$ cat src/rtl/csr_defs.svh
`ifndef CSR_DEFS_SVH
`define CSR_DEFS_SVH

// parallel data width, also the timer width and pass length.
`define CSR_XLEN 32

// serial bit counter, counts 0 to CSR_XLEN-1.
`define CSR_CNT_W 5

// machine mode CSR addresses.
`define CSR_ADDR_MSTATUS  12'h300
`define CSR_ADDR_MIE      12'h304
`define CSR_ADDR_MTVEC    12'h305
`define CSR_ADDR_MSCRATCH 12'h340
`define CSR_ADDR_MEPC     12'h341
`define CSR_ADDR_MCAUSE   12'h342
`define CSR_ADDR_MTVAL    12'h343

// only these bits exist in mstatus and mie.
`define CSR_MSTATUS_MIE_BIT 3
`define CSR_MIE_MTIE_BIT    7

`endif

$ cat src/rtl/csr_pkg.sv
package csr_pkg;

   // register select into the CSR file.
   typedef enum logic [2:0] {
      SEL_MSTATUS  = 3'd0,
      SEL_MIE      = 3'd1,
      SEL_MTVEC    = 3'd2,
      SEL_MSCRATCH = 3'd3,
      SEL_MEPC     = 3'd4,
      SEL_MCAUSE   = 3'd5,
      SEL_MTVAL    = 3'd6
   } csr_sel_e;

   // where the new serial bit comes from.
   typedef enum logic [1:0] {
      SRC_CSR = 2'd0, // keep old bit, read only.
      SRC_EXT = 2'd1, // write input bit.
      SRC_SET = 2'd2, // old | in.
      SRC_CLR = 2'd3  // old & ~in.
   } csr_src_e;

   // cause code used for a pending machine timer interrupt.
   localparam logic [3:0] CAUSE_MTI = 4'd7;

endpackage

$ cat src/rtl/seq_pkg.sv
package seq_pkg;

   // kind of host request.
   typedef enum logic {
      REQ_CSR  = 1'b0,
      REQ_TRAP = 1'b1
   } req_kind_e;

   // sequencer FSM.
   typedef enum logic [1:0] {
      ST_IDLE  = 2'd0,
      ST_SHIFT = 2'd1, // one bit per cycle.
      ST_DONE  = 2'd2
   } seq_state_e;

endpackage

$ cat src/rtl/csr_file.sv
`include "csr_defs.svh"

module csr_file (
   input  logic                  i_clk,
   input  logic                  i_rst_n,
   input  logic                  i_en,
   input  logic [`CSR_CNT_W-1:0] i_cnt,
   input  logic                  i_mtip,
   input  csr_pkg::csr_sel_e     i_csr_sel,
   input  csr_pkg::csr_src_e     i_csr_source,
   input  logic                  i_trap,
   input  logic                  i_pc,
   input  logic                  i_mtval,
   input  logic [3:0]            i_mcause,
   input  logic                  i_d,
   output logic                  o_timer_irq_en,
   output logic                  o_q
);
   import csr_pkg::*;

   logic mstatus_mie;
   logic mie_mtie;
   logic mstatus_q; // MIE presented at count 3, zero elsewhere.
   logic mie_q;     // MTIE presented at count 7.
   logic [`CSR_XLEN-1:0] mtvec;
   logic [`CSR_XLEN-1:0] mscratch;
   logic [`CSR_XLEN-1:0] mepc;
   logic [`CSR_XLEN-1:0] mcause;
   logic [`CSR_XLEN-1:0] mtval;
   logic csr_in;
   logic csr_out;
   logic irq_taken;
   logic mtvec_en;
   logic mscratch_en;
   logic mepc_en;
   logic mcause_en;
   logic mtval_en;

   assign mtvec_en    = i_en & (i_csr_sel == SEL_MTVEC);
   assign mscratch_en = i_en & (i_csr_sel == SEL_MSCRATCH);
   assign mepc_en     = i_en & (i_trap | (i_csr_sel == SEL_MEPC));
   assign mcause_en   = i_en & (i_csr_sel == SEL_MCAUSE);
   assign mtval_en    = i_en & (i_trap | (i_csr_sel == SEL_MTVAL));

   always_comb begin
      case (i_csr_sel)
         SEL_MSTATUS:  csr_out = mstatus_q;
         SEL_MIE:      csr_out = mie_q;
         SEL_MTVEC:    csr_out = mtvec[0];
         SEL_MSCRATCH: csr_out = mscratch[0];
         SEL_MEPC:     csr_out = mepc[0];
         SEL_MCAUSE:   csr_out = mcause[0];
         SEL_MTVAL:    csr_out = mtval[0];
         default:      csr_out = 1'b0;
      endcase
   end

   always_comb begin
      case (i_csr_source)
         SRC_EXT: csr_in = i_d;
         SRC_SET: csr_in = csr_out | i_d;
         SRC_CLR: csr_in = csr_out & ~i_d;
         default: csr_in = csr_out;
      endcase
   end

   assign o_q            = csr_out;
   assign o_timer_irq_en = mstatus_mie & mie_mtie;
   assign irq_taken      = i_mtip & o_timer_irq_en;

   always_ff @(posedge i_clk or negedge i_rst_n) begin
      if (!i_rst_n) begin
         mstatus_mie <= 1'b0;
         mie_mtie    <= 1'b0;
         mstatus_q   <= 1'b0;
         mie_q       <= 1'b0;
         mtvec       <= '0;
         mscratch    <= '0;
         mepc        <= '0;
         mcause      <= '0;
         mtval       <= '0;
      end else begin
         if (i_en & (i_cnt == `CSR_MSTATUS_MIE_BIT) & (i_csr_sel == SEL_MSTATUS))
            mstatus_mie <= csr_in;
         if (i_en & (i_cnt == `CSR_MIE_MTIE_BIT) & (i_csr_sel == SEL_MIE))
            mie_mtie <= csr_in;

         // staged one count early so the bit lines up with its position.
         mstatus_q <= i_en & (i_cnt == `CSR_MSTATUS_MIE_BIT - 1) & mstatus_mie;
         mie_q     <= i_en & (i_cnt == `CSR_MIE_MTIE_BIT - 1) & mie_mtie;

         if (mtvec_en)
            mtvec <= {csr_in, mtvec[`CSR_XLEN-1:1]};
         if (mscratch_en)
            mscratch <= {csr_in, mscratch[`CSR_XLEN-1:1]};
         if (mepc_en)
            mepc <= {i_trap ? i_pc : csr_in, mepc[`CSR_XLEN-1:1]};
         if (mtval_en)
            mtval <= {i_trap ? i_mtval : csr_in, mtval[`CSR_XLEN-1:1]};

         if (i_trap) begin
            mcause[`CSR_XLEN-1] <= irq_taken; // interrupt flag.
            mcause[3:0]         <= irq_taken ? CAUSE_MTI : i_mcause;
         end else if (mcause_en) begin
            mcause <= {csr_in, mcause[`CSR_XLEN-1:1]};
         end
      end
   end

endmodule

$ cat src/rtl/csr_sequencer.sv
`include "csr_defs.svh"

module csr_sequencer (
   input  logic                   i_clk,
   input  logic                   i_rst_n,
   input  logic                   i_req,
   input  seq_pkg::req_kind_e     i_kind,
   input  logic [11:0]            i_addr,
   input  csr_pkg::csr_src_e      i_op,
   input  logic [`CSR_XLEN-1:0]   i_wdata,
   input  logic [`CSR_XLEN-1:0]   i_pc,
   input  logic [`CSR_XLEN-1:0]   i_mtval,
   input  logic [3:0]             i_mcause,
   input  logic                   i_q,
   output logic                   o_busy,
   output logic                   o_done,
   output logic                   o_err,
   output logic [`CSR_XLEN-1:0]   o_rdata,
   output logic                   o_en,
   output logic [`CSR_CNT_W-1:0]  o_cnt,
   output csr_pkg::csr_sel_e      o_sel,
   output csr_pkg::csr_src_e      o_src,
   output logic                   o_trap,
   output logic                   o_d,
   output logic                   o_pc_bit,
   output logic                   o_mtval_bit,
   output logic [3:0]             o_mcause
);
   import csr_pkg::*;
   import seq_pkg::*;

   localparam int unsigned LAST_CNT = `CSR_XLEN - 1;

   seq_state_e state;
   logic [`CSR_CNT_W-1:0] cnt;
   csr_sel_e sel;
   csr_src_e src;
   logic trap;
   logic err;
   logic accept;
   logic addr_ok;
   csr_sel_e dec_sel;
   logic [`CSR_XLEN-1:0] wdata_sr;
   logic [`CSR_XLEN-1:0] pc_sr;
   logic [`CSR_XLEN-1:0] mtval_sr;
   logic [`CSR_XLEN-1:0] rdata;
   logic [3:0] mcause_q;

   always_comb begin
      addr_ok = 1'b1;
      dec_sel = SEL_MSTATUS;
      case (i_addr)
         `CSR_ADDR_MSTATUS:  dec_sel = SEL_MSTATUS;
         `CSR_ADDR_MIE:      dec_sel = SEL_MIE;
         `CSR_ADDR_MTVEC:    dec_sel = SEL_MTVEC;
         `CSR_ADDR_MSCRATCH: dec_sel = SEL_MSCRATCH;
         `CSR_ADDR_MEPC:     dec_sel = SEL_MEPC;
         `CSR_ADDR_MCAUSE:   dec_sel = SEL_MCAUSE;
         `CSR_ADDR_MTVAL:    dec_sel = SEL_MTVAL;
         default:            addr_ok = 1'b0;
      endcase
   end

   assign o_busy = (state == ST_SHIFT);
   assign accept = i_req & ~o_busy; // requests during a pass are dropped.

   always_ff @(posedge i_clk or negedge i_rst_n) begin
      if (!i_rst_n) begin
         state <= ST_IDLE;
         cnt   <= '0;
         sel   <= SEL_MSTATUS;
         src   <= SRC_CSR;
         trap  <= 1'b0;
         err   <= 1'b0;
      end else begin
         err <= 1'b0;
         case (state)
            ST_SHIFT: begin
               cnt <= cnt + 1'b1;
               if (cnt == LAST_CNT[`CSR_CNT_W-1:0]) begin
                  state <= ST_DONE;
                  trap  <= 1'b0;
               end
            end
            default: begin
               state <= ST_IDLE;
               if (accept) begin
                  cnt <= '0;
                  if (i_kind == REQ_TRAP) begin
                     // mtvec rotates onto itself and is read out as target.
                     state <= ST_SHIFT;
                     sel   <= SEL_MTVEC;
                     src   <= SRC_CSR;
                     trap  <= 1'b1;
                  end else if (addr_ok) begin
                     state <= ST_SHIFT;
                     sel   <= dec_sel;
                     src   <= i_op;
                  end else begin
                     err <= 1'b1;
                  end
               end
            end
         endcase
      end
   end

   // operand and result shift registers, lsb first.
   always_ff @(posedge i_clk) begin
      if (accept) begin
         wdata_sr <= i_wdata;
         pc_sr    <= i_pc;
         mtval_sr <= i_mtval;
         mcause_q <= i_mcause;
      end else if (o_busy) begin
         wdata_sr <= wdata_sr >> 1;
         pc_sr    <= pc_sr >> 1;
         mtval_sr <= mtval_sr >> 1;
         rdata    <= {i_q, rdata[`CSR_XLEN-1:1]};
      end
   end

   assign o_done      = (state == ST_DONE);
   assign o_err       = err;
   assign o_rdata     = rdata;
   assign o_en        = o_busy;
   assign o_cnt       = cnt;
   assign o_sel       = sel;
   assign o_src       = src;
   assign o_trap      = trap;
   assign o_d         = wdata_sr[0];
   assign o_pc_bit    = pc_sr[0];
   assign o_mtval_bit = mtval_sr[0];
   assign o_mcause    = mcause_q;

endmodule

$ cat src/rtl/csr_unit_top.sv
`include "csr_defs.svh"

module csr_unit_top (
   input  logic                 i_clk,
   input  logic                 i_rst_n,
   input  logic                 i_req,
   input  seq_pkg::req_kind_e   i_kind,
   input  logic [11:0]          i_addr,
   input  csr_pkg::csr_src_e    i_op,
   input  logic [`CSR_XLEN-1:0] i_wdata,
   input  logic [`CSR_XLEN-1:0] i_pc,
   input  logic [`CSR_XLEN-1:0] i_mtval,
   input  logic [3:0]           i_mcause,
   input  logic                 i_cmp_we,
   input  logic [`CSR_XLEN-1:0] i_cmp_value,
   output logic                 o_busy,
   output logic                 o_done,
   output logic                 o_err,
   output logic [`CSR_XLEN-1:0] o_rdata,
   output logic                 o_timer_irq
);
   import csr_pkg::*;

   logic                  en;
   logic [`CSR_CNT_W-1:0] cnt;
   csr_sel_e              sel;
   csr_src_e              src;
   logic                  trap;
   logic                  d_bit;
   logic                  q_bit;
   logic                  pc_bit;
   logic                  mtval_bit;
   logic [3:0]            mcause;
   logic                  mtip;
   logic                  irq_en;

   csr_sequencer seq_i (
      .i_clk(i_clk), .i_rst_n(i_rst_n), .i_req(i_req), .i_kind(i_kind),
      .i_addr(i_addr), .i_op(i_op), .i_wdata(i_wdata), .i_pc(i_pc),
      .i_mtval(i_mtval), .i_mcause(i_mcause), .i_q(q_bit),
      .o_busy(o_busy), .o_done(o_done), .o_err(o_err), .o_rdata(o_rdata),
      .o_en(en), .o_cnt(cnt), .o_sel(sel), .o_src(src), .o_trap(trap),
      .o_d(d_bit), .o_pc_bit(pc_bit), .o_mtval_bit(mtval_bit), .o_mcause(mcause)
   );

   csr_file csr_i (
      .i_clk(i_clk), .i_rst_n(i_rst_n), .i_en(en), .i_cnt(cnt), .i_mtip(mtip),
      .i_csr_sel(sel), .i_csr_source(src), .i_trap(trap), .i_pc(pc_bit),
      .i_mtval(mtval_bit), .i_mcause(mcause), .i_d(d_bit),
      .o_timer_irq_en(irq_en), .o_q(q_bit)
   );

   machine_timer timer_i (
      .i_clk(i_clk), .i_rst_n(i_rst_n), .i_cmp_we(i_cmp_we),
      .i_cmp_value(i_cmp_value), .o_mtip(mtip)
   );

   assign o_timer_irq = mtip & irq_en;

endmodule

$ cat src/rtl/machine_timer.sv
`include "csr_defs.svh"

module machine_timer (
   input  logic                 i_clk,
   input  logic                 i_rst_n,
   input  logic                 i_cmp_we,
   input  logic [`CSR_XLEN-1:0] i_cmp_value,
   output logic                 o_mtip
);

   logic [`CSR_XLEN-1:0] mtime;
   logic [`CSR_XLEN-1:0] mtimecmp;
   logic                 mtip;

   always_ff @(posedge i_clk or negedge i_rst_n) begin
      if (!i_rst_n) begin
         mtime    <= '0;
         mtimecmp <= '1; // far in the future.
         mtip     <= 1'b0;
      end else begin
         mtime <= mtime + 1'b1;
         if (i_cmp_we)
            mtimecmp <= i_cmp_value;
         mtip <= (mtime >= mtimecmp); // unsigned compare.
      end
   end

   assign o_mtip = mtip;

endmodule

$ cat config.mk
export PLATFORM = sky130hd
export DESIGN_NAME = csr_unit_top
export DESIGN_NICKNAME = d
export VERILOG_FILES = /design/src/rtl/csr_pkg.sv /design/src/rtl/seq_pkg.sv /design/src/rtl/csr_file.sv /design/src/rtl/csr_sequencer.sv /design/src/rtl/csr_unit_top.sv /design/src/rtl/machine_timer.sv
export VERILOG_INCLUDE_DIRS = /design/src /design/src/rtl
export SDC_FILE = /design/constraint.sdc
export NUM_CORES = 1
export LEC_CHECK = 0
export ABC_AREA = 1
export BUFFER_PORTS_ARGS = -buffer_cell sky130_fd_sc_hd__buf_2
export CAP_MARGIN = 25
export CORE_MARGIN = 8
export CORE_UTILIZATION = 25
export DETAILED_ROUTE_END_ITERATION = 16
export HOLD_SLACK_MARGIN = 0.15
export SLEW_MARGIN = 30
export SYNTH_ARGS = -nofsm -noshare
export SYNTH_HDL_FRONTEND = slang
export SYNTH_HIERARCHICAL = 1
export SYNTH_SLANG_ARGS = --single-unit
$ cat constraint.sdc
create_clock -name i_clk -period 4.2 [get_ports i_clk]
set_clock_uncertainty 0.15 [all_clocks]
set_input_delay 0.42 -clock i_clk [delete_from_list [all_inputs] [get_ports i_clk]]
set_output_delay 0.42 -clock i_clk [all_outputs]
set_load 0.01 [all_outputs]
# == Word-level counts from Yosys, hierarchy flattened ==
# Cells that the tools add are included.
# classes
addsub,2
multipliers,0
div_mod_pow,0
n_lt_le_gt_ge,1
n_eq_ne,24
shift,0
mux,35
bitwise_logic,24
reduce_logical,10
# ops
op,n
32-bit two-way mux,7
12-bit by 10-bit equality test with 1-bit output (second input constant),7
32-bit by 1-bit adder with 32-bit output (second input constant),1
32-bit >= comparator,1
3-bit case mux with 6 select lines,1
1-bit bitwise AND,17
1-bit two-way mux,13
2-bit two-way mux,6
5-bit by 2-bit equality test with 1-bit output (second input constant),2
5-bit by 3-bit equality test with 1-bit output (second input constant),2
5-bit two-way mux,2
3-bit equality test (second input constant),3
4-bit two-way mux,2
2-bit nonzero test,4
1-bit case mux with 7 select lines,1
7-bit OR reduction,1
2-bit equality test (second input constant),3
3-bit by 2-bit equality test with 1-bit output (second input constant),2
3-bit two-way mux,2
3-bit AND reduction,2
5-bit by 1-bit adder with 5-bit output (second input constant),1
5-bit equality test (second input constant),1
2-bit by 1-bit equality test with 1-bit output (second input constant),2
1-bit NOT,4
other kinds (6),9
# totals
reg_bits,375
latch_bits,0
ram_bits,0
romBits,0
out_inout_bits,36
n_memories,0

# == Longest topological paths before layout ==
# Gate-level depths: netlist of the first run.
# depth
depth_word,7
ltp_mapped,13
depth_no_buf,13

# == Hierarchy ==
# Netlist of the first run, hierarchy kept.
# modules_own_cells
module,instances,cells_per_inst,area_per_inst_um2
csr_file,1,700,6351.1
csr_sequencer,1,553,6005.8
machine_timer,1,449,3801.1
csr_unit_top,1,2,7.5

# == Worst setup path before layout of the first run ==
# No wires, ideal clock.
# synth_path
kind,register to register
startpoint,reg seq_i.state[1]
endpoint,reg seq_i.mtval_sr[0] (enable)
setup_ps,450
t_arrival_ps,2834
setup_slack_ps,766
path_stages_with_launch,6
period_less_slack_ps,3434
path_cell_list,dfrtp_1 -> inv_2 -> nand2_4 -> inv_4 -> nor2_1 -> inv_1
# synth_via
elab_chain_cells,4
# synth_rtl
item,line,text
"start, declared",csr_sequencer.sv:34,seq_state_e state;
"start signal, assigned",csr_sequencer.sv:69,state <= ST_IDLE;
"start signal, assigned",csr_sequencer.sv:81,state <= ST_DONE;
"start signal, assigned",csr_sequencer.sv:86,state <= ST_IDLE;
2-bit by 1-bit equality test with 1-bit output *,csr_sequencer.sv:64,assign o_busy = (state == ST_SHIFT);
via o_busy,csr_unit_top.sv:16,"output logic o_busy,"
1-bit NOT,csr_sequencer.sv:65,assign accept = i_req & ~o_busy;
1-bit bitwise AND,csr_sequencer.sv:65,
2-bit nonzero test (no source line) *,-,
"end signal, assigned",csr_sequencer.sv:113,mtval_sr <= i_mtval;
"end signal, assigned",csr_sequencer.sv:118,mtval_sr <= mtval_sr >> 1;
"end, declared",csr_sequencer.sv:45,logic [`CSR_XLEN-1:0] mtval_sr;
# Mark *: on every way through the listed nets, which the timed path passes. The rest lies on a longest branch.
# A chain may end at the register's enable or synchronous reset.

# == Final worst setup path of the first run ==
# layout_path
startpoint,reg seq_i.state[1]
endpoint,reg csr_i.mcause[4]
# layout_via
elab_chain_cells,3
# layout_rtl
item,line,text
2-bit by 1-bit equality test with 1-bit output,csr_sequencer.sv:64,
1-bit bitwise AND,csr_file.sv:42,assign mcause_en = i_en & (i_csr_sel == SEL_MCAUSE);
2-bit AND reduction (no source line),-,
"end signal, assigned by index",csr_file.sv:102,mcause[`CSR_XLEN-1] <= irq_taken;
"end signal, assigned",csr_file.sv:105,"mcause <= {csr_in, mcause[`CSR_XLEN-1:1]};"
"end, declared",csr_file.sv:28,logic [`CSR_XLEN-1:0] mcause;
# No other way between the ends.

==> flow_metrics.py, run 1 <==
metrics = {
    "run_status": {
        "status": "finished, final reports clean",
    },
    "floorplan": {
        "die-area_sq_mm": 0.0731,
        "core_sq_mm": 0.0642,
        "ioPinCount": 187,
        "start_util_pct": 25.2,
        "die-width_um": 270,
        "die_h_um": 270,
        "num_rows": 93,
    },
    "logic_synthesis": {
        "synthCells": 1704,
        "synth-edff-count": 132,
        "yosysUniqueCellTypes": 42,
        "synth-seq-cells": 375,
        "yosysTopAreaCell": "dfrtp_1",
        "ys_top_cells_by_area": "dfrtp_1 (33%), edfxtp_1 (25%), nand2_1 (17%)",
        "synth_nets": 1890,
        "ys_seq_area_share_pct": 62.4,
        "syn_avg_cell_area_sq_um": 9.49,
        "synth_top_area_share_pct": 32.7,
        "synthesis.area_sq_mm": 0.0162,
        "synth_warnings": 6,
        "synthArstFlopShare_pct": 64.8,
        "synth_ff_type": "dfrtp_1",
    },
    "setup_path": {
        "crit_arrival_ns": 2.96,
        "path_class": "reg2reg",
        "r2r-start": "seq_i/state[1]",
        "cp-startpoint": "seq_i/state[1]",
        "r2r_setup_slack_ns": 1.52,
        "required_ns": 4.48,
        "cp-start-kind": "register",
        "r2r-end": "csr_i/mcause[4]",
        "crit_path_end": "csr_i/mcause[4]",
        "r2r_cells": 10,
        "end_kind": "register",
        "crit_fanout": 44,
    },
    "route": {
        "wire_per_inst_um": 13.1,
        "routed_via_density": 4.18,
        "ant_nets": 0,
        "num_vias": 12200,
        "initialDrtViolationCount": 949,
        "met1_length_um": 16700,
        "drcViolationCount": 0,
        "drtPass1Iterations": 5,
        "routed-wl-met3_um": 2220,
        "wl_met2_um": 18100,
        "top_layer": "met5",
        "wl_um": 38300,
    },
    "clock_tree": {
        "clock_latency_ns": 0.57,
        "cts_tree": "done",
        "cts_setup_buffers": 0,
        "cts.path.max_buffers": 3,
        "cts_made_buffers": 43,
        "h-tree-depth": 2,
        "root_buffer": "clkbuf_16",
        "cts_sinks": 375,
        "clkTransAtPathRegs_ns": 0.06,
        "ctsResizeCount": 0,
    },
    "grt": {
        "grt_usage_pct": 10.4,
        "grt_max_degree": 120,
        "grt_pass1_wl_um": 64500,
        "grt_pass1_vias": 13000,
        "antenna_found_initial": 5,
        "grt-ovfl-total": 0,
    },
    "sta": {
        "hold_ws_ns": 0.175,
        "slew_viol_final": 0,
        "max_freq_mhz": 373,
        "hold_viol_final": 0,
        "fin_tns_setup_ns": 0,
        "worst_slew_pin_slew_ns": 0.901,
        "setup_slack_ns": 1.52,
        "period_needed_ns": 2.68,
        "rsz0062_at_grt": "false",
        "fin_crit_sh_pct": 63.9,
        "slew_headroom_pct": 39.9,
        "setup_viol": 0,
    },
    "layout": {
        "fin_cells": 2912,
        "fin_area_sq_mm": 0.0209,
        "final_common_cell": "nand2_1",
        "num-fill-cells": 6443,
        "diodes": 0,
        "multiInputGateArea_sq_mm": 0.00518,
        "final_cell_mix": "nand2_1 (724), dfrtp_1 (211), buf_2 (185), inv_1 (143), dlygate4sd3_1 (137)",
        "drive_gt1_share_pct": 17.2,
        "seq_area_sq_mm": 0.0101,
        "areaGrowthSynthToFinish_pct": 29.0,
        "final_nets": 2208,
        "finish.utilization_pct": 32.5,
    },
    "placed_design": {
        "pre_cts_ws_ns": 1.45,
        "portBuffers": 186,
        "place_area_sq_mm": 0.0180,
        "dp_hpwl_um": 24700,
        "place.gp.congestion": 0.819,
        "dp_cells": 2694,
    },
    "run": {
        "cap_violations": 0,
    },
    "power_and_ir_drop": {
        "leakage_nw": 9.91,
        "ir_drop_mv": 0.275,
        "p_total_mw": 11.5,
        "powerDensity_mw_per_mm2": 550,
    },
    "worst_hold_path": {
        "min_path_type": "in2async",
    },
}
==> synthesized netlist by cell type (2+ instances only) <==
cell type and count:
nor3_1 11, nor2_2 6, clkbuf_1 16, xnor2_1 9
a21o_1 2, nor3_2 6, nand3_2 3, buf_2 33
o21ai_0 135, ha_1 35, nand3_1 32, nor2_1 64
xor2_1 16, nor2_4 7, nand4_1 11, o21ai_1 5
inv_1 144, edfxtp_1 132, nand2_1 724, dfstp_2 32
dfrtp_1 211, inv_2 14, buf_4 7, nand3b_1 3
o21a_1 2, nand2_2 8, nand2_4 4, nor4_1 2
buf_6 2, a22o_1 2, a21oi_1 15
==> critical path, cell delays in order, from the launching register on <==
cell and delay, ns:
dfrtp_1 0.37, inv_2 0.07, nand2_4 0.07, inv_4 0.42, inv_2 0.11, nor2_1 0.16, inv_2 0.07, nor2_4 0.52
inv_2 0.36, nand2_1 0.13, o21ai_0 0.09
==> flip-flops by register name, summed over array words and instances, names as in the netlist, 2 cells and up <==
register,count
csr_i/mcause,32
csr_i/mepc,32
csr_i/mscratch,32
csr_i/mtval,32
csr_i/mtvec,32
seq_i/mtval_sr,32
seq_i/o_cnt,5
seq_i/o_mcause,4
seq_i/o_rdata,32
seq_i/o_sel,3
seq_i/o_src,2
seq_i/pc_sr,32
seq_i/state,2
seq_i/wdata_sr,32
timer_i/mtime,32
timer_i/mtimecmp,32
==> what timing repair did <==
item,CTS,global route
setup endpoints to repair,0,0
hold buffers,137,0
hold endpoints to repair,227,0
==> how the worst min path moves through the flow <==
stage / start / endpoint / slack, ns / cells after the start
2_1_floorplan: i_rst_n / csr_i/mcause[0] / -0.03 / 0
3_3_place_gp: seq_i/o_rdata[26] / seq_i/o_rdata[25] / 0.28 / 0
3_5_place_dp: seq_i/o_rdata[13] / seq_i/o_rdata[12] / 0.29 / 0
4_1_cts: i_addr[6] / seq_i/o_sel[2] / 0.24 / 7
5_1_grt: i_rst_n / timer_i/mtime[31] / 0.16 / 2
6_report: i_rst_n / timer_i/mtime[31] / 0.18 / 2
==> report_power, final <==
part           internal [mW]  total, mW  switching (mW)
clock network           2.26       3.82            1.56
registers               5.04       5.46           0.419
logic                  0.752       2.20            1.45
==> layout make-up <==
class / count / area share (%)
flip-flops and latches: 375 / 48.4
inverters: 159 / 2.89
multi-input cells: 1111 / 24.8
well taps: 855 / 5.13
repair buffers: 332 / 11.8
clock buffers: 63 / 6.11
clock inverters: 17 / 0.918
==> cell families (layout without fill, tap and decap cells) <==
group,count (synthesis),after routing,share of synthesized area (%)
DFF,375,375,62.4
buffers and inverters,218,571,5.60
muxes,1,1,0.0697
AOI/OAI and AO/OA,165,165,5.32
adders and majority gates,35,35,2.71
xor gates and xnor gates,26,26,1.46
and+or+nand+nor,884,884,22.5
==> per-layer routing <==
| layer | vias to the layer above | GRT usage, % |
|---|---|---|
| met5 | - | 0 |
| met4 | 6 | 4.09 |
| met3 | 91 | 2.68 |
| met2 | 288 | 17.2 |
| met1 | 5764 | 12.9 |
| li1 | 6033 | - |
(Power assumes the default switching activity.)
==> run 2, diff against run 1 <==
--- a/config.mk
+++ b/config.mk
@@ -6,7 +6,7 @@
 export SDC_FILE = /design/constraint.sdc
 export NUM_CORES = 1
 export LEC_CHECK = 0
-export ABC_AREA = 1
+export ABC_AREA = 0
 export BUFFER_PORTS_ARGS = -buffer_cell sky130_fd_sc_hd__buf_2
 export CAP_MARGIN = 25
 export CORE_MARGIN = 8
==> constraint.sdc (replaced) <==
create_clock -name i_clk -period 2.5 [get_ports i_clk]
set_clock_uncertainty 0.15 [all_clocks]
set_input_delay 0.25 -clock i_clk [delete_from_list [all_inputs] [get_ports i_clk]]
set_output_delay 0.25 -clock i_clk [all_outputs]
set_load 0.01 [all_outputs]
==> flow_metrics.py, run 2 <==
metrics = {
    "layout": {
        "diodes": 0,
        "fin_area_sq_mm": 0.0211,
        "areaGrowthSynthToFinish_pct": 34.1,
        "drive_gt1_share_pct": 29.4,
        "final_common_cell": "nand2_1",
        "final_cell_mix": "nand2_1 (338), dfrtp_1 (211), buf_2 (185), dlygate4sd3_1 (180), mux2_2 (154)",
        "fin_cells": 2518,
        "final_nets": 1822,
    },
    "power_and_ir_drop": {
        "clockPowerShare_pct": 30.9,
        "p_total_mw": 20.7,
        "ir_drop_mv": 0.504,
        "switching_share_pct": 28.6,
        "switchingPower_mw": 5.92,
        "seq_power_share_pct": 45.8,
        "comb_power_share_pct": 23.4,
        "p_int_mw": 14.8,
        "leakage_nw": 9.75,
        "powerDensity_mw_per_mm2": 984,
    },
    "floorplan": {
        "core_sq_mm": 0.0626,
        "num_rows": 92,
        "start_util_pct": 25.1,
        "die-width_um": 267,
        "ioPinCount": 187,
        "die_h_um": 267,
        "die-area_sq_mm": 0.0711,
    },
    "clock_tree": {
        "cts_sinks": 375,
        "cts.path.max_buffers": 3,
        "clkTransAtPathRegs_ns": 0.06,
        "h-tree-depth": 2,
        "cts_setup_buffers": 0,
        "cts_tree": "done",
        "clock_latency_ns": 0.59,
        "cts_made_buffers": 44,
        "root_buffer": "clkbuf_16",
    },
    "logic_synthesis": {
        "synthAdderAreaFrac_pct": 2.79,
        "ys_top_cells_by_area": "dfrtp_1 (34%), edfxtp_1 (25%), mux2_2 (11%)",
        "synth_top_area_share_pct": 33.6,
        "synth_compound_area_share_pct": 3.88,
        "synth_top_family_by_area": "simple AND/OR/NAND/NOR gates",
        "synthArstFlopShare_pct": 64.8,
        "synthSimpleGateAreaFrac_pct": 13.3,
        "ys_seq_area_share_pct": 64.2,
        "synth_nets": 1435,
        "yosysTopAreaCell": "dfrtp_1",
        "synth_mux_area_share_pct": 11.4,
        "synth_ff_type": "dfrtp_1",
        "synthCells": 1249,
        "synth-edff-count": 132,
        "synthesis.area_sq_mm": 0.0157,
        "synth_warnings": 6,
        "synth_commonest_cells": "nand2_1 (338), dfrtp_1 (211), mux2_2 (154)",
        "syn_avg_cell_area_sq_um": 12.6,
        "synth_most_common_cell": "nand2_1",
        "synth-seq-cells": 375,
        "synth_xor_xnor_area_share_pct": 1.78,
        "yosysUniqueCellTypes": 67,
    },
    "setup_path": {
        "required_ns": 2.82,
        "crit_fanout": 5,
        "cp-start-kind": "input port",
        "end_kind": "register",
        "path_class": "in2reg",
        "r2r_setup_slack_ns": 0.14,
        "crit_arrival_ns": 2.72,
    },
    "placed_design": {
        "place.gp.congestion": 0.786,
        "dp_cells": 2255,
        "place_area_sq_mm": 0.0177,
        "portBuffers": 186,
        "dp_hpwl_um": 22800,
    },
    "sta": {
        "period_needed_ns": 2.40,
        "slew_headroom_pct": 52.2,
        "worst_slew_pin_slew_ns": 0.717,
        "fin_crit_sh_pct": 96.1,
        "max_freq_mhz": 416,
        "slew_viol_final": 0,
        "rsz0062_at_grt": "false",
        "setup_viol": 0,
        "hold_viol_final": 0,
    },
    "route": {
        "ant_nets": 0,
        "drtPass1Iterations": 7,
        "num_vias": 10600,
        "initialDrtViolationCount": 598,
        "drcViolationCount": 0,
        "wl_um": 35600,
        "routed_via_density": 4.23,
        "wire_per_inst_um": 14.1,
    },
    "grt": {
        "grt-ovfl-total": 0,
        "grt_usage_pct": 10.0,
        "grt_pass1_wl_um": 58900,
        "grt_max_degree": 97,
        "antenna_found_initial": 3,
        "grt_pass1_vias": 11400,
    },
    "run": {
        "cap_violations": 0,
    },
    "run_status": {
        "status": "finished, final reports clean",
    },
    "worst_hold_path": {
        "min_path_type": "in2reg",
    },
}
[run 2: cell count changes after synthesis, sizes merged, moves of 6 or more]
cell / previous run / this run
and2: 0 / 6
and3: 0 / 13
buf: 42 / 32
inv: 159 / 41
mux2: 1 / 155
nand2: 736 / 340
nand2b: 0 / 9
nand3: 36 / 17
nor2: 78 / 23
nor3: 18 / 5
nor4: 2 / 8
o21ai: 140 / 48
xnor2: 10 / 16
[run 2: power groups by stage]
stage / Combinational (mW) / Sequential, mW / Clock, mW
2_1_floorplan: 3.26 / 9.46 / 0
6_report: 4.84 / 9.49 / 6.40
3_5_place_dp: 4.61 / 9.60 / 0
3_3_place_gp: 4.47 / 9.52 / 0
5_1_grt: 5.41 / 9.73 / 6.90
4_1_cts: 4.90 / 9.51 / 6.66
[run 2: critical path: stages]
cell,delay (ns)
dlygate4sd3_1,0.56
buf_2,0.16
xnor2_1,0.13
a22o_1,0.22
dlygate4sd3_1,0.56
nor4_2,0.21
dlygate4sd3_1,0.58
a211oi_1,0.04
[run 2: cell type report]
type | count | area, sq um
multi-input cells | 782 | 5230
clock inverters | 18 | 216
flip-flops and latches | 375 | 10100
fillers | 6199 | 41600
clock buffers | 64 | 1270
repair buffers | 392 | 3050
well taps | 846 | 1060
inverters | 41 | 161
[run 2: worst paths after layout]
kind / start / to / cells after the start
max: i_addr[0] / seq_i/o_sel[1] / 8
min: i_addr[4] / seq_i/state[0] / 5
max reg2reg: seq_i/state[1] / seq_i/o_src[1] / 7
min reg2reg: timer_i/mtime[0] / timer_i/mtime[0] / 1
max in group asynchronous: i_rst_n / timer_i/mtimecmp[12] / 4
min in group asynchronous: i_rst_n / csr_i/mscratch[10] / 3
[run 2: cell families after synthesis]
group,count (synthesis)
AO/OA/AOI/OAI,97
multiplexers,159
buffers and inverters,92
XOR/XNOR,32
flip-flops,375
adder cells (fa/ha/maj),35
AND/OR/NAND/NOR,459
[run 2: what timing repair did]
item | in CTS | in global routing
endpoints found under the setup margin | 0 | 3
hold buffers | 181 | 0
gates resized for setup | 0 | 4
hold endpoints to repair | 361 | 0
[run 2: through the flow]
step / utilization (%) / TNS [ns] / setup WS (ns) / hold WS (ns)
floorplan: - / -77.79 / -0.810 / -0.196
global placement: 28.3 / 0 / 0.245 / 0.0961
detailed placement: 28.3 / 0 / 0.113 / 0.125
CTS: 33.6 / 0 / 0.0802 / 0.163
global route: 33.6 / 0 / 0.0244 / 0.216
finish: 33.6 / 0 / 0.0975 / 0.211
[run 2: metal layers]
layer  wire length [um]  up-vias  global-route usage, %
li1                   -     5061                      -
met1              15300     5285                   12.5
met2              17400      214                   16.8
met3               1660       87                   2.28
met4               1200        0                   3.85
met5                  0        -                      0
